### config.mk
export PLATFORM = sky130hd
export DESIGN_NAME = cache_ctrl_flat
export DESIGN_NICKNAME = d
export VERILOG_FILES = /design/src/source/cache_pkg.sv /design/src/source/cache_ctrl_if.sv /design/src/source/cache_ctrl.sv /design/src/flat_wrapper.sv
export SDC_FILE = /design/constraint.sdc
export NUM_CORES = 1
export LEC_CHECK = 0
export BUFFER_PORTS_ARGS = -buffer_cell sky130_fd_sc_hd__buf_4
export CORE_UTILIZATION = 39
export DETAILED_ROUTE_END_ITERATION = 7
export PLACE_DENSITY = 0.73
export SLEW_MARGIN = 5
export SYNTH_ARGS = -nofsm -noshare
export SYNTH_HDL_FRONTEND = slang
export SYNTH_SLANG_ARGS = --single-unit
### constraint.sdc
create_clock -name clk -period 2.9 [get_ports clk]
set_input_delay 0.58 -clock clk [delete_from_list [all_inputs] [get_ports clk]]
set_output_delay 0.58 -clock clk [all_outputs]
set_load 0.01 [all_outputs]
### src/source/cache_pkg.sv
package cache_pkg;

    // word and strobe widths
    localparam int WORD_WIDTH = 32;
    localparam int STRB_WIDTH = 4;

    // line geometry, four words per line
    localparam int WORDS_PER_LINE = 4;
    localparam int WORD_SEL_WIDTH = 2;
    localparam int OFFSET_WIDTH = 4;
    localparam int LINE_WIDTH = 128;

    // bus address
    localparam int ADDR_WIDTH = 32;

    // victim lfsr, galois form
    localparam int LFSR_WIDTH = 8;
    // nonzero, else the lfsr locks up
    localparam logic [LFSR_WIDTH-1:0] LFSR_SEED = 8'hA5;
    // x^8 + x^6 + x^5 + x^4 + 1, maximal length
    localparam logic [LFSR_WIDTH-1:0] LFSR_TAPS = 8'hB8;

    // one line, flat for bus transfers, per word for selection
    typedef union packed {
        logic [LINE_WIDTH-1:0] flat;
        logic [WORDS_PER_LINE-1:0][WORD_WIDTH-1:0] words;
    } cache_line_t;

endpackage

### src/source/cache_ctrl_if.sv
`timescale 1ns/1ps

interface cache_ctrl_if #(
    parameter int INDEX_WIDTH = 8,
    localparam int TAG_WIDTH = cache_pkg::ADDR_WIDTH - INDEX_WIDTH - cache_pkg::OFFSET_WIDTH
);

    // phase flags
    logic idle;
    logic lookup;
    logic refill;

    // buffered cpu request
    logic req_op;
    logic [TAG_WIDTH-1:0] req_tag;
    logic [INDEX_WIDTH-1:0] req_index;
    logic [cache_pkg::WORD_SEL_WIDTH-1:0] req_word;
    logic [cache_pkg::STRB_WIDTH-1:0] req_wstrb;
    logic [cache_pkg::WORD_WIDTH-1:0] req_wdata;

    // victim way and refill word counter
    logic replace_way;
    logic [cache_pkg::WORD_SEL_WIDTH-1:0] beat;

    // lookup results
    logic hit;
    logic hit_way;
    logic victim_dirty;

    modport ctrl (
        output idle, lookup, refill,
        output req_op, req_tag, req_index, req_word, req_wstrb, req_wdata,
        output replace_way, beat,
        input hit, hit_way, victim_dirty
    );

    modport dp (
        input idle, lookup, refill,
        input req_op, req_tag, req_index, req_word, req_wstrb, req_wdata,
        input replace_way, beat,
        output hit, hit_way, victim_dirty
    );

endinterface

### src/source/cache_ctrl.sv
`timescale 1ns/1ps

module cache_ctrl #(
    parameter int INDEX_WIDTH = 8,
    localparam int TAG_WIDTH = cache_pkg::ADDR_WIDTH - INDEX_WIDTH - cache_pkg::OFFSET_WIDTH
) (
    input logic clk,
    input logic rst,

    // cpu request port
    input logic valid,
    input logic op,
    input logic [INDEX_WIDTH-1:0] index,
    input logic [TAG_WIDTH-1:0] tag,
    input logic [cache_pkg::OFFSET_WIDTH-1:0] offset,
    input logic [cache_pkg::STRB_WIDTH-1:0] wstrb,
    input logic [cache_pkg::WORD_WIDTH-1:0] wdata,
    output logic addr_ok,
    output logic data_ok,

    // bus handshakes
    output logic wr_req,
    input logic wr_rdy,
    output logic rd_req,
    input logic rd_rdy,
    input logic ret_valid,
    input logic ret_last,

    cache_ctrl_if.ctrl cif
);

    // one-hot phases
    localparam logic [4:0] ST_IDLE = 5'b00001;
    localparam logic [4:0] ST_LOOKUP = 5'b00010;
    localparam logic [4:0] ST_MISS = 5'b00100;
    localparam logic [4:0] ST_REPLACE = 5'b01000;
    localparam logic [4:0] ST_REFILL = 5'b10000;

    logic [4:0] state;
    logic [4:0] next_state;
    logic [cache_pkg::LFSR_WIDTH-1:0] lfsr;
    logic accept;

    assign accept = valid && addr_ok;

    always_ff @(posedge clk) begin
        if (rst) begin
            state <= ST_IDLE;
        end else begin
            state <= next_state;
        end
    end

    always_comb begin
        next_state = state;
        case (state)
            ST_IDLE: begin
                if (accept) begin
                    next_state = ST_LOOKUP;
                end
            end
            ST_LOOKUP: begin
                next_state = cif.hit ? ST_IDLE : ST_MISS;
            end
            // clean victim skips the writeback
            ST_MISS: begin
                if (!cif.victim_dirty || wr_rdy) begin
                    next_state = ST_REPLACE;
                end
            end
            ST_REPLACE: begin
                if (rd_rdy) begin
                    next_state = ST_REFILL;
                end
            end
            ST_REFILL: begin
                if (ret_valid && ret_last) begin
                    next_state = ST_IDLE;
                end
            end
            default: begin
                next_state = ST_IDLE;
            end
        endcase
    end

    // request buffer
    always_ff @(posedge clk) begin
        if (accept) begin
            cif.req_op <= op;
            cif.req_tag <= tag;
            cif.req_index <= index;
            cif.req_word <= offset[cache_pkg::OFFSET_WIDTH-1 -: cache_pkg::WORD_SEL_WIDTH];
            cif.req_wstrb <= wstrb;
            cif.req_wdata <= wdata;
        end
    end

    // free running galois lfsr
    always_ff @(posedge clk) begin
        if (rst) begin
            lfsr <= cache_pkg::LFSR_SEED;
        end else if (lfsr[0]) begin
            lfsr <= (lfsr >> 1) ^ cache_pkg::LFSR_TAPS;
        end else begin
            lfsr <= lfsr >> 1;
        end
    end

    // victim picked once per lookup, held through the miss
    always_ff @(posedge clk) begin
        if (rst) begin
            cif.replace_way <= 1'b0;
        end else if (state == ST_LOOKUP) begin
            cif.replace_way <= lfsr[0];
        end
    end

    // refill beat counter, back to word 0 after the last beat
    always_ff @(posedge clk) begin
        if (rst) begin
            cif.beat <= '0;
        end else if (state == ST_REFILL && ret_valid) begin
            cif.beat <= ret_last ? '0 : cif.beat + 1'b1;
        end
    end

    assign cif.idle = (state == ST_IDLE);
    assign cif.lookup = (state == ST_LOOKUP);
    assign cif.refill = (state == ST_REFILL);

    // one request at a time
    assign addr_ok = (state == ST_IDLE);

    // hit in lookup, or the critical word during refill
    assign data_ok = (cif.lookup && cif.hit)
                     || (cif.refill && ret_valid && cif.beat == cif.req_word);

    // wr_req held in miss until wr_rdy, rd_req held in replace until rd_rdy
    assign wr_req = (state == ST_MISS) && cif.victim_dirty;
    assign rd_req = (state == ST_REPLACE);

endmodule

### src/flat_wrapper.sv
// flat-port wrapper written by rule: the top's interface ports become plain ports
module cache_ctrl_flat 
#(
    parameter int INDEX_WIDTH = 8,
    localparam int TAG_WIDTH = cache_pkg::ADDR_WIDTH - INDEX_WIDTH - cache_pkg::OFFSET_WIDTH
)
  (clk, rst, valid, op, index, tag, offset, wstrb, wdata, addr_ok, data_ok, wr_req, wr_rdy, rd_req, rd_rdy, ret_valid, ret_last, cif_idle, cif_lookup, cif_refill, cif_req_op, cif_req_tag, cif_req_index, cif_req_word, cif_req_wstrb, cif_req_wdata, cif_replace_way, cif_beat, cif_hit, cif_hit_way, cif_victim_dirty);
  cache_ctrl_if #(.INDEX_WIDTH(INDEX_WIDTH)) cif_i ();
  input logic clk;
  input logic rst;
  input logic valid;
  input logic op;
  input logic [INDEX_WIDTH-1:0] index;
  input logic [TAG_WIDTH-1:0] tag;
  input logic [cache_pkg::OFFSET_WIDTH-1:0] offset;
  input logic [cache_pkg::STRB_WIDTH-1:0] wstrb;
  input logic [cache_pkg::WORD_WIDTH-1:0] wdata;
  output logic addr_ok;
  output logic data_ok;
  output logic wr_req;
  input logic wr_rdy;
  output logic rd_req;
  input logic rd_rdy;
  input logic ret_valid;
  input logic ret_last;
  output wire logic [$bits(cif_i.idle)-1:0] cif_idle;
  output wire logic [$bits(cif_i.lookup)-1:0] cif_lookup;
  output wire logic [$bits(cif_i.refill)-1:0] cif_refill;
  output wire logic [$bits(cif_i.req_op)-1:0] cif_req_op;
  output wire logic [$bits(cif_i.req_tag)-1:0] cif_req_tag;
  output wire logic [$bits(cif_i.req_index)-1:0] cif_req_index;
  output wire logic [$bits(cif_i.req_word)-1:0] cif_req_word;
  output wire logic [$bits(cif_i.req_wstrb)-1:0] cif_req_wstrb;
  output wire logic [$bits(cif_i.req_wdata)-1:0] cif_req_wdata;
  output wire logic [$bits(cif_i.replace_way)-1:0] cif_replace_way;
  output wire logic [$bits(cif_i.beat)-1:0] cif_beat;
  input wire logic [$bits(cif_i.hit)-1:0] cif_hit;
  input wire logic [$bits(cif_i.hit_way)-1:0] cif_hit_way;
  input wire logic [$bits(cif_i.victim_dirty)-1:0] cif_victim_dirty;
  assign cif_idle = cif_i.idle;
  assign cif_lookup = cif_i.lookup;
  assign cif_refill = cif_i.refill;
  assign cif_req_op = cif_i.req_op;
  assign cif_req_tag = cif_i.req_tag;
  assign cif_req_index = cif_i.req_index;
  assign cif_req_word = cif_i.req_word;
  assign cif_req_wstrb = cif_i.req_wstrb;
  assign cif_req_wdata = cif_i.req_wdata;
  assign cif_replace_way = cif_i.replace_way;
  assign cif_beat = cif_i.beat;
  assign cif_i.hit = cif_hit;
  assign cif_i.hit_way = cif_hit_way;
  assign cif_i.victim_dirty = cif_victim_dirty;
  cache_ctrl #(.INDEX_WIDTH(INDEX_WIDTH)) u_core (.clk(clk), .rst(rst), .valid(valid), .op(op), .index(index), .tag(tag), .offset(offset), .wstrb(wstrb), .wdata(wdata), .addr_ok(addr_ok), .data_ok(data_ok), .wr_req(wr_req), .wr_rdy(wr_rdy), .rd_req(rd_req), .rd_rdy(rd_rdy), .ret_valid(ret_valid), .ret_last(ret_last), .cif(cif_i));
endmodule
; ---- Word level (Yosys, flattened, before mapping)
; Cells that the tools add are included.
[classes]
muxes = 8
reduce_logical = 10
addsub = 1
bitwise = 1
n_eq_ne = 10
[ops]
columns = cell, n
row1 = 5-bit case mux with 5 select lines, 1
row2 = 5-bit 2-to-1 mux, 4
row3 = 8-bit 2-to-1 mux, 1
row4 = 1-bit logical AND, 6
row5 = 2-bit by 1-bit != test with 1-bit output (second input constant), 3
row6 = 5-bit by 1-bit == test with 1-bit output (second input constant), 1
row7 = 5-bit by 2-bit == test with 1-bit output (second input constant), 1
row8 = 5-bit by 3-bit == test with 1-bit output (second input constant), 1
row9 = 5-bit by 4-bit == test with 1-bit output (second input constant), 1
row10 = 5-bit == test (second input constant), 1
row11 = 3-bit NOT with 4-bit output, 1
row12 = 4-bit AND reduction, 1
row13 = 3-bit 2-to-1 mux, 1
row14 = 2-bit by 1-bit adder with 2-bit output (second input constant), 1
row15 = 2-bit == test, 1
row16 = 1-bit logical OR, 2
row17 = 2-bit 2-to-1 mux, 1
row18 = 2-bit != test (second input constant), 1
row19 = 1-bit zero test, 1
[word_totals]
wordCells = 40
regBits = 83
out_inout_bits = 77
input_bits = 79

; ---- Depth between registers and ports, before layout
[logic_depth]
depth_word = 4
ltp_mapped = 4
mapped_depth_nobuf = 4

; ---- Worst setup path before layout
; Ideal clock, no wire load.
[synth_path]
path_type = register to register
start = register u_core.state[1]
end = register u_core.cif.req_index[0] (enable)
t_arrival_ps = 2775
required_ps = 2468
synth_period_minus_slack_ps = 3207
stages_incl_launch_ff = 4
path_buffers = 0
slack_ps = -307
setup_time_ps = 432
cell_sequence = dfxtp_1 or3_1 nor3b_2 and2_1
[synth_via]
elab_chain_len = 2
[synth_rtl]
columns = element, line
row1 = start: declaration, cache_ctrl.sv:39  ; logic [4:0] state;
row2 = start signal: assignment, cache_ctrl.sv:50  ; state <= next_state;
row3 = 5-bit by 1-bit == test with 1-bit output, cache_ctrl.sv:133  ; assign addr_ok = (state == ST_IDLE);
row4 = named net addr_ok, flat_wrapper.sv:18  ; output logic addr_ok;
row5 = 1-bit logical AND, cache_ctrl.sv:44  ; assign accept = valid && addr_ok;
row6 = named net u_core.accept, cache_ctrl.sv:42  ; logic accept;
row7 = end signal: assignment, cache_ctrl.sv:92  ; cif.req_index <= index;
row8 = end: declaration, cache_ctrl_if.sv:32  ; output req_op, req_tag, req_index, req_word, req_wstrb, req_wdata,
; The timed path passes the listed nets, and every way through them passes these cells.
; A chain may end at the register's enable or synchronous reset.

; ---- Final worst setup path
[layout_path]
start = register u_core.state[1]
end = output cif_idle
[layout_via]
elab_chain_len = 1
[layout_rtl]
columns = element, line
row1 = 5-bit by 1-bit == test with 1-bit output, cache_ctrl.sv:128  ; assign cif.idle = (state == ST_IDLE);
row2 = end: declaration, flat_wrapper.sv:26  ; output wire logic [$bits(cif_i.idle)-1:0] cif_idle;
; No other way between the ends.

==> qor.log <==
[logic_synthesis] share of flip-flops with an asynchronous set or reset after synthesis 0
[power] P_leak 1.786 nW
[routing] total length of routed wires 5.594 mm
[logic_synthesis] area share of and/or/nand/nor cells after synthesis 0.09328
[setup_path] kind of end point of the critical path primary output
[global_routing] GRT Overall Usage 0.1516
[cells_and_area] net count reported at finish 389
[routing] detailed-route vias per instance 4.466
[clocking] Gates resized, CTS repair 0
[routing] routed wirelength normalized by instance count 13.64 um
[floorplanning] effective utilization at floorplan 0.4028
[logic_synthesis] nets in the synthesized netlist 226
[placed_design] cell total after placement 395
[timing] maximum clock rate 437.9 MHz
[routing] number of detailed-route iterations in the first pass 4
[floorplanning] core region area 0.006794 mm2
[setup_path] maximum fanout along the worst path 7
[floorplanning] chip width 85.77 um
[timing] Setup-failing EPs final 0
[routing] Detail Route Antenna Nets 0
[setup_path] arrival time worst endpoint 1.70 ns
[global_routing] global-route congestion overflow total 0
[timing] worst slew margin relative to its limit 0.6800
[logic_synthesis] adder-cell share of the synthesized area 0
[clocking] H-tree Lvls 3
[cells_and_area] Layout area overhead 55.01%
[routing] vias after detailed routing 1831
[logic_synthesis] compound-gate portion of the synthesized area 0.02286
[clocking] CTS max path bufs 2
[timing] final critical delay including setup and external delays 2.284 ns
[power] sw power 0.0006474 W
[cells_and_area] total inserted antenna cells 0
[routing] highest signal layer in the routed design met4
[global_routing] vias in the first global route 1784
[logic_synthesis] main flop type after synthesis edfxtp_1
[timing] RSZ-0062 raised after global routing no
[power] power per unit of standard cell area 680.4 mW/mm2
[cells_and_area] fraction of final layout cells sized beyond drive strength 1 0.5605
[routing] total met2 wirelength after detailed routing 2.852 mm
[timing] share of the clock period used by the worst path after layout 0.7874
[global_routing] maximum number of pins on one net before global-route repair 37
[placed_design] weighted congestion at the end of routability-driven global placement 0.8327
[cells_and_area] number of standard cells in the final layout excluding fillers 410
[power] part of the power in registers 0.514
[power] switching part of the total 0.2243
[job] Max Cap Viol 0
[routing] met1 layer wirelength in the final routing 2.125 mm
[logic_synthesis] total of warnings raised by yosys 0
[timing] Worst Skew 0.01198 ns
[logic_synthesis] combined area of all synthesized cells 0.002736 mm2
[setup_path] CP startpoint kind register
[clocking] cell at the root of the clock tree clkbuf_8
[timing] transition at the pin with the smallest max-transition slack 0.4757 ns
[setup_path] Worst Path Class, Setup register to primary output
[logic_synthesis] Synth Instances 147
[clocking] TritonCTS sink count 83
[timing] setup TNS after final layout 0 ns
[outcome] run status finished clean
[logic_synthesis] dominant combinational cell family by area after synthesis simple AND/OR/NAND/NOR gates
[power] VDD IR-drop max 0.0004935 V
[routing] DRC violations left 0
[floorplanning] die area 0.007356 mm2
[placed_design] DPL Wire Length 4.179 mm
[timing] final hold viol count 0
[floorplanning] I/O pin total 156
[logic_synthesis] number of distinct library cells after synthesis 35
[logic_synthesis] multiplexer area fraction after synthesis 0.007316
[routing] drt first-iter violations 74
[worst_hold_path] class of the tightest hold or removal check input pin to register
[logic_synthesis] Synth Area in XOR/XNOR 0.01600
[logic_synthesis] Synth Area per Inst 18.61 um2
[placed_design] Placed Area 0.004003 mm2
[power] Combinational Power Share 0.149
[clocking] clock latency reported for the late side of the worst-skew pair 0.35 ns
[logic_synthesis] number of enable flip-flop cells after synthesis 67
[logic_synthesis] fraction of the yosys area taken by sequential cells 0.8523
[clocking] clock transition at the register clock pins on the worst setup and hold paths after CTS 0.09 ns
[cells_and_area] Final Instance Area 0.004242 mm2
[placed_design] count of buffers inserted at the top-level ports 152
[floorplanning] die extent in y 85.77 um
[global_routing] initial antenna violation count 0
[timing] final-report max-slew violation count 0
[clocking] number of CTS-inserted buffers 9
[routing] total met3 wirelength after detailed routing 555 um
[logic_synthesis] synthesis-stage register bit count 83
[clocking] number of buffers inserted by hold repair at cts 0
[power] clock share of power 0.337
[floorplanning] cell row count 30
[global_routing] wire length of the first global-routing pass 8.190 mm
[setup_path] data required time at the worst endpoint 2.32 ns
[clocking] clock tree from TritonCTS yes
[cells_and_area] filler instances 521
[power] Internal 0.002239 W
[clocking] post-CTS setup buffer count 0
-- through the flow --
step	worst slack [ns]	util	power [W]	hold WS, ns
after CTS	0.5971	0.6243	0.002916	0.3896
after floorplan	0.4091	-	0.001676	0.3895
after global routing	0.4796	0.6243	0.003013	0.3733
after global placement	0.7850	0.5891	0.001937	0.3927
final	0.6165	0.6243	0.002886	0.4015
after detailed placement	0.7307	0.5891	0.001951	0.3958
-- sequential cells by signal (all words and copies together) (netlist names) --
name and cells:
u_core.cif.req_word 2, u_core.cif.req_wstrb 4, u_core.cif.req_wdata 32, u_core.cif.req_tag 20, u_core.lfsr 8, u_core.cif.beat 2, u_core.cif.req_index 8, u_core.cif.replace_way 1
u_core.cif.req_op 1, u_core.state 5
-- cells in the final DEF (no fill, tap or decap), types with 3 or more instances in the layout --
cell / netlist / routed
dfxtp_1: 16 / 16
clkbuf_8: 0 / 9
bufinv_16: 0 / 3
or2_2: 3 / 3
nor2b_1: 3 / 3
xnor2_1: 3 / 3
inv_1: 3 / 3
a21oi_1: 4 / 4
nor2_1: 9 / 9
nand2_1: 5 / 5
edfxtp_1: 67 / 67
buf_4: 1 / 154
nor3b_1: 3 / 3
-- final cells by class --
class                      count  area, um2  share of cell area
clock buffer                   9      123.9             0.02920
clock inverter                 6      115.1             0.02714
inverter                       3      11.26            0.002655
multi-input combinational     59      382.9             0.09027
sequential                    83       2332              0.5499
tap                           96      120.1             0.02832
timing repair buffer         154       1156              0.2726
-- power groups by stage --
stage | registers (W) | clock network, W | logic, W
3_5_place_dp | 0.00151 | 0 | 0.000438
3_3_place_gp | 0.00151 | 0 | 0.000429
6_report | 0.00148 | 0.000972 | 0.000430
5_1_grt | 0.00150 | 0.00105 | 0.000464
2_1_floorplan | 0.00157 | 0 | 0.000109
4_1_cts | 0.00149 | 0.000993 | 0.000438
-- logic make-up after synthesis --
family	count (synthesis)
DFF	83
and+or+nand+nor	42
AOI/OAI and AO/OA	10
xor gates and xnor gates	5
buffers and inverters	5
muxes	2
-- critical path, stage by stage (launching register included) --
cell	delay, ns
dfxtp_1	0.39
or3_1	0.43
nor3b_2	0.36
buf_4	0.19
-- synthesized netlist by cell type (2+ instances only) --
cell	count	area, um2
edfxtp_1	67	2012
dfxtp_1	16	320.3
nor2_1	9	33.78
nand2_1	5	18.77
a21oi_1	4	20.02
and2_1	3	18.77
inv_1	3	11.26
nor2b_1	3	18.77
nor3b_1	3	22.52
or2_2	3	18.77
xnor2_1	3	26.28
mux2i_1	2	20.02
nor4_1	2	12.51
o21ai_0	2	10.01
xor2_1	2	17.52
-- per-layer routing --
layer,global-route usage,vias up
li1,-,878
met1,0.1670,850
met2,0.2545,96
met3,0.06930,7
met4,0.06364,0
met5,0,-
-- final timing paths --
check | end | slack [ns] | cells after the start | from
max | cif_idle | 0.62 | 3 | u_core.state[1]
min | u_core.cif.req_wdata[18] | 0.40 | 1 | wdata[18]
max reg2reg | u_core.cif.req_word[1] | 0.75 | 4 | u_core.state[1]
min reg2reg | u_core.lfsr[2] | 0.41 | 1 | u_core.lfsr[3]
Note: power is estimated with default switching activity, not from simulation.
