### config.mk
export PLATFORM = sky130hd
export DESIGN_NAME = cache_datapath_flat
export DESIGN_NICKNAME = d
export VERILOG_FILES = /design/src/source/cache_pkg.sv /design/src/source/cache_way_if.sv /design/src/source/cache_ctrl_if.sv /design/src/source/cache_datapath.sv /design/src/flat_wrapper.sv
export SDC_FILE = /design/constraint.sdc
export NUM_CORES = 1
export LEC_CHECK = 0
export ABC_CLOCK_PERIOD_IN_PS = 3500
export BUFFER_PORTS_ARGS = -buffer_cell sky130_fd_sc_hd__buf_2
export CAP_MARGIN = 20
export CORE_AREA = 8 8 300 302
export DETAILED_ROUTE_END_ITERATION = 10
export DIE_AREA = 0 0 308 310
export GPL_TIMING_DRIVEN = 0
export MAX_ROUTING_LAYER = met4
export PLACE_DENSITY_LB_ADDON = 0.12
export SYNTH_ARGS = -nofsm -noshare
export SYNTH_HDL_FRONTEND = slang
export SYNTH_SLANG_ARGS = --single-unit
### constraint.sdc
create_clock -name vclk -period 3.5
set_input_delay 0.35 -clock vclk [all_inputs]
set_output_delay 0.35 -clock vclk [all_outputs]
set_load 0.005 [all_outputs]
### src/source/cache_pkg.sv
package cache_pkg;

    // word and strobe widths
    localparam int WORD_WIDTH = 32;
    localparam int STRB_WIDTH = 4;

    // line geometry, four words per line
    localparam int WORDS_PER_LINE = 4;
    localparam int WORD_SEL_WIDTH = 2;
    localparam int OFFSET_WIDTH = 4;
    localparam int LINE_WIDTH = 128;

    // bus address
    localparam int ADDR_WIDTH = 32;

    // victim lfsr, galois form
    localparam int LFSR_WIDTH = 8;
    // nonzero, else the lfsr locks up
    localparam logic [LFSR_WIDTH-1:0] LFSR_SEED = 8'hA5;
    // x^8 + x^6 + x^5 + x^4 + 1, maximal length
    localparam logic [LFSR_WIDTH-1:0] LFSR_TAPS = 8'hB8;

    // one line, flat for bus transfers, per word for selection
    typedef union packed {
        logic [LINE_WIDTH-1:0] flat;
        logic [WORDS_PER_LINE-1:0][WORD_WIDTH-1:0] words;
    } cache_line_t;

endpackage

### src/source/cache_way_if.sv
`timescale 1ns/1ps

interface cache_way_if #(
    parameter int INDEX_WIDTH = 8,
    localparam int TAG_WIDTH = cache_pkg::ADDR_WIDTH - INDEX_WIDTH - cache_pkg::OFFSET_WIDTH
);

    // request side, from the datapath
    logic [INDEX_WIDTH-1:0] index;
    logic tag_we;
    logic [TAG_WIDTH-1:0] tag_wdata;
    logic dirty_wdata;
    // one enable per word bank
    logic [cache_pkg::WORDS_PER_LINE-1:0] word_we;
    logic [cache_pkg::STRB_WIDTH-1:0] byte_en;
    logic [cache_pkg::WORD_WIDTH-1:0] word_wdata;

    // read side, registered in the way
    logic [TAG_WIDTH-1:0] tag_rdata;
    logic valid_rdata;
    logic dirty_rdata;
    cache_pkg::cache_line_t line_rdata;

    modport dp (
        output index, tag_we, tag_wdata, dirty_wdata, word_we, byte_en, word_wdata,
        input tag_rdata, valid_rdata, dirty_rdata, line_rdata
    );

    modport way (
        input index, tag_we, tag_wdata, dirty_wdata, word_we, byte_en, word_wdata,
        output tag_rdata, valid_rdata, dirty_rdata, line_rdata
    );

endinterface

### src/source/cache_ctrl_if.sv
`timescale 1ns/1ps

interface cache_ctrl_if #(
    parameter int INDEX_WIDTH = 8,
    localparam int TAG_WIDTH = cache_pkg::ADDR_WIDTH - INDEX_WIDTH - cache_pkg::OFFSET_WIDTH
);

    // phase flags
    logic idle;
    logic lookup;
    logic refill;

    // buffered cpu request
    logic req_op;
    logic [TAG_WIDTH-1:0] req_tag;
    logic [INDEX_WIDTH-1:0] req_index;
    logic [cache_pkg::WORD_SEL_WIDTH-1:0] req_word;
    logic [cache_pkg::STRB_WIDTH-1:0] req_wstrb;
    logic [cache_pkg::WORD_WIDTH-1:0] req_wdata;

    // victim way and refill word counter
    logic replace_way;
    logic [cache_pkg::WORD_SEL_WIDTH-1:0] beat;

    // lookup results
    logic hit;
    logic hit_way;
    logic victim_dirty;

    modport ctrl (
        output idle, lookup, refill,
        output req_op, req_tag, req_index, req_word, req_wstrb, req_wdata,
        output replace_way, beat,
        input hit, hit_way, victim_dirty
    );

    modport dp (
        input idle, lookup, refill,
        input req_op, req_tag, req_index, req_word, req_wstrb, req_wdata,
        input replace_way, beat,
        output hit, hit_way, victim_dirty
    );

endinterface

### src/source/cache_datapath.sv
`timescale 1ns/1ps

module cache_datapath #(
    parameter int INDEX_WIDTH = 8,
    localparam int TAG_WIDTH = cache_pkg::ADDR_WIDTH - INDEX_WIDTH - cache_pkg::OFFSET_WIDTH
) (
    input logic [INDEX_WIDTH-1:0] index,
    input logic ret_valid,
    input logic [cache_pkg::WORD_WIDTH-1:0] ret_data,
    output logic [cache_pkg::WORD_WIDTH-1:0] rdata,
    output logic [cache_pkg::ADDR_WIDTH-1:0] rd_addr,
    output logic [cache_pkg::ADDR_WIDTH-1:0] wr_addr,
    output logic [cache_pkg::LINE_WIDTH-1:0] wr_data,
    cache_ctrl_if.dp cif,
    cache_way_if.dp way0,
    cache_way_if.dp way1
);

    logic [INDEX_WIDTH-1:0] arr_index;
    logic hit0;
    logic hit1;
    logic write_hit;
    logic refill_beat;
    logic refill_last;
    logic [cache_pkg::WORD_WIDTH-1:0] strb_mask;
    logic [cache_pkg::WORD_WIDTH-1:0] merged_word;
    logic wr_way;
    logic [cache_pkg::WORDS_PER_LINE-1:0] word_oh;
    logic [cache_pkg::STRB_WIDTH-1:0] byte_en;
    logic [cache_pkg::WORD_WIDTH-1:0] word_wdata;
    logic [TAG_WIDTH-1:0] victim_tag;
    cache_pkg::cache_line_t victim_line;
    cache_pkg::cache_line_t hit_line;

    // cpu index while idle so the read lands for lookup
    assign arr_index = cif.idle ? index : cif.req_index;

    // tag compare in both ways
    assign hit0 = way0.valid_rdata && (way0.tag_rdata == cif.req_tag);
    assign hit1 = way1.valid_rdata && (way1.tag_rdata == cif.req_tag);
    assign cif.hit = hit0 || hit1;
    assign cif.hit_way = hit1;

    // victim state, stable through miss since the index is buffered
    assign victim_tag = cif.replace_way ? way1.tag_rdata : way0.tag_rdata;
    assign victim_line = cif.replace_way ? way1.line_rdata : way0.line_rdata;
    assign cif.victim_dirty = cif.replace_way ? (way1.valid_rdata && way1.dirty_rdata)
                                              : (way0.valid_rdata && way0.dirty_rdata);

    assign write_hit = cif.lookup && cif.hit && cif.req_op;
    assign refill_beat = cif.refill && ret_valid;
    // fourth beat is the one with ret_last
    assign refill_last = refill_beat && (cif.beat == cache_pkg::WORD_SEL_WIDTH'(3));

    // byte strobes widened to bit mask
    always_comb begin
        for (int b = 0; b < cache_pkg::STRB_WIDTH; b++) begin
            strb_mask[b*8 +: 8] = {8{cif.req_wstrb[b]}};
        end
    end

    // write miss, store data over the returned word
    assign merged_word = (ret_data & ~strb_mask) | (cif.req_wdata & strb_mask);

    // write hit goes by byte enable, refill writes whole words
    always_comb begin
        wr_way = cif.hit_way;
        word_oh = '0;
        byte_en = cif.req_wstrb;
        word_wdata = cif.req_wdata;
        if (write_hit) begin
            word_oh[cif.req_word] = 1'b1;
        end
        if (refill_beat) begin
            wr_way = cif.replace_way;
            word_oh[cif.beat] = 1'b1;
            byte_en = '1;
            if (cif.req_op && cif.beat == cif.req_word) begin
                word_wdata = merged_word;
            end else begin
                word_wdata = ret_data;
            end
        end
    end

    // way 0 request side
    assign way0.index = arr_index;
    assign way0.word_we = wr_way ? '0 : word_oh;
    assign way0.byte_en = byte_en;
    assign way0.word_wdata = word_wdata;
    assign way0.tag_we = refill_last && !cif.replace_way;
    assign way0.tag_wdata = cif.req_tag;
    // line refilled for a write is dirty at once
    assign way0.dirty_wdata = cif.req_op;

    // way 1 request side
    assign way1.index = arr_index;
    assign way1.word_we = wr_way ? word_oh : '0;
    assign way1.byte_en = byte_en;
    assign way1.word_wdata = word_wdata;
    assign way1.tag_we = refill_last && cif.replace_way;
    assign way1.tag_wdata = cif.req_tag;
    assign way1.dirty_wdata = cif.req_op;

    // line aligned bus addresses
    assign rd_addr = {cif.req_tag, cif.req_index, {cache_pkg::OFFSET_WIDTH{1'b0}}};
    assign wr_addr = {victim_tag, cif.req_index, {cache_pkg::OFFSET_WIDTH{1'b0}}};
    assign wr_data = victim_line.flat;

    // hit word, or the bus word during refill
    assign hit_line = hit1 ? way1.line_rdata : way0.line_rdata;
    assign rdata = cif.refill ? ret_data : hit_line.words[cif.req_word];

endmodule

### src/flat_wrapper.sv
// flat-port wrapper written by rule: the top's interface ports become plain ports
module cache_datapath_flat 
#(
    parameter int INDEX_WIDTH = 8,
    localparam int TAG_WIDTH = cache_pkg::ADDR_WIDTH - INDEX_WIDTH - cache_pkg::OFFSET_WIDTH
)
  (index, ret_valid, ret_data, rdata, rd_addr, wr_addr, wr_data, cif_idle, cif_lookup, cif_refill, cif_req_op, cif_req_tag, cif_req_index, cif_req_word, cif_req_wstrb, cif_req_wdata, cif_replace_way, cif_beat, cif_hit, cif_hit_way, cif_victim_dirty, way0_index, way0_tag_we, way0_tag_wdata, way0_dirty_wdata, way0_word_we, way0_byte_en, way0_word_wdata, way0_tag_rdata, way0_valid_rdata, way0_dirty_rdata, way0_line_rdata, way1_index, way1_tag_we, way1_tag_wdata, way1_dirty_wdata, way1_word_we, way1_byte_en, way1_word_wdata, way1_tag_rdata, way1_valid_rdata, way1_dirty_rdata, way1_line_rdata);
  cache_ctrl_if #(.INDEX_WIDTH(INDEX_WIDTH)) cif_i ();
  cache_way_if #(.INDEX_WIDTH(INDEX_WIDTH)) way0_i ();
  cache_way_if #(.INDEX_WIDTH(INDEX_WIDTH)) way1_i ();
  input logic [INDEX_WIDTH-1:0] index;
  input logic ret_valid;
  input logic [cache_pkg::WORD_WIDTH-1:0] ret_data;
  output logic [cache_pkg::WORD_WIDTH-1:0] rdata;
  output logic [cache_pkg::ADDR_WIDTH-1:0] rd_addr;
  output logic [cache_pkg::ADDR_WIDTH-1:0] wr_addr;
  output logic [cache_pkg::LINE_WIDTH-1:0] wr_data;
  input wire logic [$bits(cif_i.idle)-1:0] cif_idle;
  input wire logic [$bits(cif_i.lookup)-1:0] cif_lookup;
  input wire logic [$bits(cif_i.refill)-1:0] cif_refill;
  input wire logic [$bits(cif_i.req_op)-1:0] cif_req_op;
  input wire logic [$bits(cif_i.req_tag)-1:0] cif_req_tag;
  input wire logic [$bits(cif_i.req_index)-1:0] cif_req_index;
  input wire logic [$bits(cif_i.req_word)-1:0] cif_req_word;
  input wire logic [$bits(cif_i.req_wstrb)-1:0] cif_req_wstrb;
  input wire logic [$bits(cif_i.req_wdata)-1:0] cif_req_wdata;
  input wire logic [$bits(cif_i.replace_way)-1:0] cif_replace_way;
  input wire logic [$bits(cif_i.beat)-1:0] cif_beat;
  output wire logic [$bits(cif_i.hit)-1:0] cif_hit;
  output wire logic [$bits(cif_i.hit_way)-1:0] cif_hit_way;
  output wire logic [$bits(cif_i.victim_dirty)-1:0] cif_victim_dirty;
  output wire logic [$bits(way0_i.index)-1:0] way0_index;
  output wire logic [$bits(way0_i.tag_we)-1:0] way0_tag_we;
  output wire logic [$bits(way0_i.tag_wdata)-1:0] way0_tag_wdata;
  output wire logic [$bits(way0_i.dirty_wdata)-1:0] way0_dirty_wdata;
  output wire logic [$bits(way0_i.word_we)-1:0] way0_word_we;
  output wire logic [$bits(way0_i.byte_en)-1:0] way0_byte_en;
  output wire logic [$bits(way0_i.word_wdata)-1:0] way0_word_wdata;
  input wire logic [$bits(way0_i.tag_rdata)-1:0] way0_tag_rdata;
  input wire logic [$bits(way0_i.valid_rdata)-1:0] way0_valid_rdata;
  input wire logic [$bits(way0_i.dirty_rdata)-1:0] way0_dirty_rdata;
  input wire logic [$bits(way0_i.line_rdata)-1:0] way0_line_rdata;
  output wire logic [$bits(way1_i.index)-1:0] way1_index;
  output wire logic [$bits(way1_i.tag_we)-1:0] way1_tag_we;
  output wire logic [$bits(way1_i.tag_wdata)-1:0] way1_tag_wdata;
  output wire logic [$bits(way1_i.dirty_wdata)-1:0] way1_dirty_wdata;
  output wire logic [$bits(way1_i.word_we)-1:0] way1_word_we;
  output wire logic [$bits(way1_i.byte_en)-1:0] way1_byte_en;
  output wire logic [$bits(way1_i.word_wdata)-1:0] way1_word_wdata;
  input wire logic [$bits(way1_i.tag_rdata)-1:0] way1_tag_rdata;
  input wire logic [$bits(way1_i.valid_rdata)-1:0] way1_valid_rdata;
  input wire logic [$bits(way1_i.dirty_rdata)-1:0] way1_dirty_rdata;
  input wire logic [$bits(way1_i.line_rdata)-1:0] way1_line_rdata;
  assign cif_i.idle = cif_idle;
  assign cif_i.lookup = cif_lookup;
  assign cif_i.refill = cif_refill;
  assign cif_i.req_op = cif_req_op;
  assign cif_i.req_tag = cif_req_tag;
  assign cif_i.req_index = cif_req_index;
  assign cif_i.req_word = cif_req_word;
  assign cif_i.req_wstrb = cif_req_wstrb;
  assign cif_i.req_wdata = cif_req_wdata;
  assign cif_i.replace_way = cif_replace_way;
  assign cif_i.beat = cif_beat;
  assign cif_hit = cif_i.hit;
  assign cif_hit_way = cif_i.hit_way;
  assign cif_victim_dirty = cif_i.victim_dirty;
  assign way0_index = way0_i.index;
  assign way0_tag_we = way0_i.tag_we;
  assign way0_tag_wdata = way0_i.tag_wdata;
  assign way0_dirty_wdata = way0_i.dirty_wdata;
  assign way0_word_we = way0_i.word_we;
  assign way0_byte_en = way0_i.byte_en;
  assign way0_word_wdata = way0_i.word_wdata;
  assign way0_i.tag_rdata = way0_tag_rdata;
  assign way0_i.valid_rdata = way0_valid_rdata;
  assign way0_i.dirty_rdata = way0_dirty_rdata;
  assign way0_i.line_rdata = way0_line_rdata;
  assign way1_index = way1_i.index;
  assign way1_tag_we = way1_i.tag_we;
  assign way1_tag_wdata = way1_i.tag_wdata;
  assign way1_dirty_wdata = way1_i.dirty_wdata;
  assign way1_word_we = way1_i.word_we;
  assign way1_byte_en = way1_i.byte_en;
  assign way1_word_wdata = way1_i.word_wdata;
  assign way1_i.tag_rdata = way1_tag_rdata;
  assign way1_i.valid_rdata = way1_valid_rdata;
  assign way1_i.dirty_rdata = way1_dirty_rdata;
  assign way1_i.line_rdata = way1_line_rdata;
  cache_datapath #(.INDEX_WIDTH(INDEX_WIDTH)) u_core (.index(index), .ret_valid(ret_valid), .ret_data(ret_data), .rdata(rdata), .rd_addr(rd_addr), .wr_addr(wr_addr), .wr_data(wr_data), .cif(cif_i), .way0(way0_i), .way1(way1_i));
endmodule
Yosys cells after proc, flatten, opt, wreduce, memory -nomap -nowiden --
Index checks and enable logic that the tools add are counted.
Word-level totals: input bits 414, output and inout bits 367, word-level logic and storage cells 48, register bits 0
Operators by class: equality and inequality tests 4, bitwise logic cells 5, muxes and demuxes 20, reduce and logical (&&, ||, !) cells 15, order comparisons 4
Operators with widths (number):
- $mux W128 | 2
- $mux W32 | 4
- $and A32 B32 Y32 | 2
- $bmux W32 S2 | 1
- $eq A20 B20 Y1 | 2
- $not A32 Y32 | 1
- $or A32 B32 Y32 | 1
- $mux W20 | 1
- $mux W4 | 5
- $logic_and A1 B1 Y1 | 13
- $mux W8 | 1
- $lt A2 B3 Y1 const B | 2
- $demux W1 S2 | 2
- $ge A2 B1 Y1 const B | 2
- $mux W1 | 4
- $or A4 B4 Y4 | 1
- $eq A2 B2 Y1 | 1
- $eq A2 B2 Y1 const B | 1
- $logic_not A1 Y1 | 1
- $logic_or A1 B1 Y1 | 1

Logic depth before layout (Yosys ltp) --
word-level depth 9, depth in mapped cells 7, gate-level depth less buffers 5

Worst setup path before layout --
Ideal clock, no wire load.
path kind input -> output, start point input cif_req_word[0], end point output rdata[10] (netlist name), path buffers 3, slack 1.065 ns, arrival time 2.085 ns, cell stages on the path 6, cells stage by stage clkbuf_1 > buf_2 > buf_2 > mux4_2 > nor2b_1 > a221o_1
Between the ends: longest elaborated chain between the ends 3
RTL lines:
- start, declared | RTL line flat_wrapper.sv:24 | input wire logic [$bits(cif_i.req_word)-1:0] cif_req_word;
- $bmux W32 S2 | RTL line cache_datapath.sv:112 | assign rdata = cif.refill ? ret_data : hit_line.words[cif.req_word];
- $mux W32 (implied by the code) | RTL line cache_datapath.sv:112
- $mux W32 | RTL line cache_datapath.sv:112
- end, declared | RTL line flat_wrapper.sv:14 | output logic [cache_pkg::WORD_WIDTH-1:0] rdata;
Every way passes these cells. The select of a mux whose other input is x is not followed.

Worst setup path in the final report --
start point input cif_req_word[0], end point output way1_word_wdata[1]
Between the ends: longest elaborated chain between the ends 4
RTL lines:
- $eq A2 B2 Y1 | RTL line cache_datapath.sv:78 | if (cif.req_op && cif.beat == cif.req_word) begin
- $logic_and A1 B1 Y1 | RTL line cache_datapath.sv:78
- $mux W32 | RTL line cache_datapath.sv:78
- $mux W32 | RTL line cache_datapath.sv:74 | if (refill_beat) begin
- end, declared | RTL line flat_wrapper.sv:49 | output wire logic [$bits(way1_i.word_wdata)-1:0] way1_word_wdata;
Every way passes these cells.

==> summary.txt <==
Drt
  – Via count: 8916
  – TritonRoute pass-1 iters: 4
  – DR WL/cell: 25.0 µm
  – DR iter-0 viols: 383
  – Wirelength, routed: 66000 µm
  – Drc violations: 0
  – Remaining antenna violation count after routing: 0
  – Via density: 3.38

Layout
  – Seq_cells: 0
  – Post-route design area: 12000 µm²
  – Area of the multi-input gates: 5310 µm²
  – Sequential standard cell area: 0 µm²
  – Area Growth Syn to Fin: 84.6%
  – Fraction of layout cells with a size suffix above 1: 81.3%
  – # clk buffers: 0
  – FILL cells: 10100
  – Final net count: 1885

Synthesis
  – Fraction of the mapped netlist area in adder cells: 0%
  – Most frequent cell after synthesis: mux2_2
  – Top cell type by total area after synthesis: mux2_2
  – Synth Cell Area: 6510 µm²
  – Synth top area share: 32.5%
  – Mux share of post-synthesis cell area: 54.6%
  – Largest family of logic cells by synthesized area: multiplexers
  – Synth Instances: 686
  – Syn Area/Cell: 9.49 µm²
  – Seq/Total Area, Yosys: 0%
  – Synth Area in Compound Gates: 9.41%
  – Area contributors post-synth: mux2_2 (33%), mux4_2 (22%), buf_4 (15%), a221o_1 (4.9%), nand2b_1 (3.5%)
  – Synth warnings: 0
  – Xor/xnor cell area share of the yosys netlist: 5.65%
  – Netlist cell types: 36
  – Simple-Gate Fraction of Synth Area: 11.3%
  – Commonest cells in the synthesized netlist: mux2_2 (188), buf_4 (131), mux4_2 (64), clkbuf_1 (43), a21oi_1 (40)

Floorplan
  – DIE WIDTH: 308 µm
  – Starting Density: 7.60%
  – Die area: 95500 µm²
  – Ports: 781
  – Die Y: 310 µm
  – Core Region: 85700 µm²
  – Standard-cell rows: 108

Timing
  – Final setup viols: 0
  – Max Slew Vio Count: 0
  – Achievable frequency: 305 MHz
  – Fin crit share: 93.8%
  – Worst-margin pin slew: 1.10 ns
  – Max_slew headroom: 26.8%
  – Setup_tns: 0 ns
  – RSZ-0062 raised after global routing: no
  – Tmin final: 3.28 ns
  – Hold Fails Final Rpt: 0

Worst setup path
  – Arrival @ worst endpoint: 2.93 ns
  – Kind of critical path: input port to primary output
  – Critical path data required time: 3.15 ns
  – Crit Path Max Fanout: 7
  – CP Launch Type: input port
  – CP endpoint kind: primary output

Global routing
  – Global-route wire length before repair: 85400 µm
  – Largest net degree at the start of global routing: 11
  – GR Util met1: 15.3%
  – GRT met2 Usage: 24.1%
  – Initial antenna violation count: 14
  – M3 GR Usage: 2.35%
  – Vias in the first global route: 10100
  – GR peak layer: met2
  – GRT Total Usage: 13.1%
  – Remaining Overflow, GRT: 0

Clock tree
  – # Post-CTS Setup Buffers: 0

Place
  – RePlAce Congestion: 0.840
  – Buffers on Ports: 768
  – Detail Placement HPWL: 59500 µm
  – Placed cell area: 12000 µm²

Status
  – Status: completed

Power and ir drop
  – PwrDens: 139 nW/µm²
  – Maximum vdd drop: 0.0000426 V
  – Pleak: 5.65 nW
  – Tot Pwr: 1.67 mW

Run
  – Max cap viols: 0

Hold path
  – Worst hold path type: input port to primary output
## final timing paths
| kind | depth (start not counted) | to | from |
|---|---|---|---|
| max | 9 | way1_word_wdata[1] | cif_req_word[0] |
| min | 3 | wr_addr[6] | cif_req_index[2] |
## final cells by class
class | count | share of cell area, %
antenna | 12 | 0.250
buffer | 189 | 10.4
inverter | 1 | 0.0312
multi-input combinational | 503 | 44.2
tap | 1155 | 12.0
timing repair buffer | 776 | 33.1
## metrics by stage
stage                     setup slack, ns  util (%)  std cells  hold slack (ns)
final                               0.216      14.0       2636            0.988
after global routing              0.00197      14.0       2633             1.01
after CTS                         0.00693      14.0       2624            0.994
after detailed placement           -0.324      14.0       2624            0.993
after global placement             -0.919      13.8       2616            0.990
after floorplan                      1.06         -        693            0.781
## kinds of logic (layout without fill, tap and decap cells)
group	Yosys count	after routing
AO/OA/AOI/OAI	84	84
XOR/XNOR	42	42
other	1	20
multiplexers	252	252
AND/OR/NAND/NOR	117	117
buffers and inverters	190	966
## where the power goes
part	internal, mW	switching [mW]
clock network	0.000000256	0
registers	0	0
logic	0.858	0.808
total	0.858	0.808
## cells in the final DEF (no fill, tap or decap), types with 11 or more instances in the layout
master / synthesis / layout
nand3_1: 11 / 11
xor2_1: 19 / 19
xnor2_1: 23 / 23
buf_4: 131 / 132
clkbuf_2: 0 / 14
mux4_2: 64 / 64
mux2_2: 188 / 188
nor2b_1: 33 / 33
buf_2: 12 / 778
a21oi_1: 40 / 40
nand2b_1: 36 / 36
diode_2: 0 / 12
a221o_1: 32 / 32
clkbuf_1: 43 / 29
## what timing repair did
item,in CTS,in global routing
gates resized for setup,14,5
setup endpoints to repair,108,12
hold endpoints to repair,0,0
hold buffers,0,0
pin swaps,0,0
## critical path, cell delays in order
cell      delay, ns
clkbuf_1       0.41
xnor2_1        0.13
and3_1         0.32
clkbuf_1       0.25
a21oi_2        0.54
buf_8          0.23
mux2_2         0.40
buf_4          0.14
buf_2          0.12
## metal layers
metal / wire, µm / vias to the layer above
met5: 0 / -
met4: 494 / 0
met3: 4130 / 30
met2: 34700 / 442
met1: 26700 / 4379
li1: - / 4065
Power figures use the tool's default switching activity.
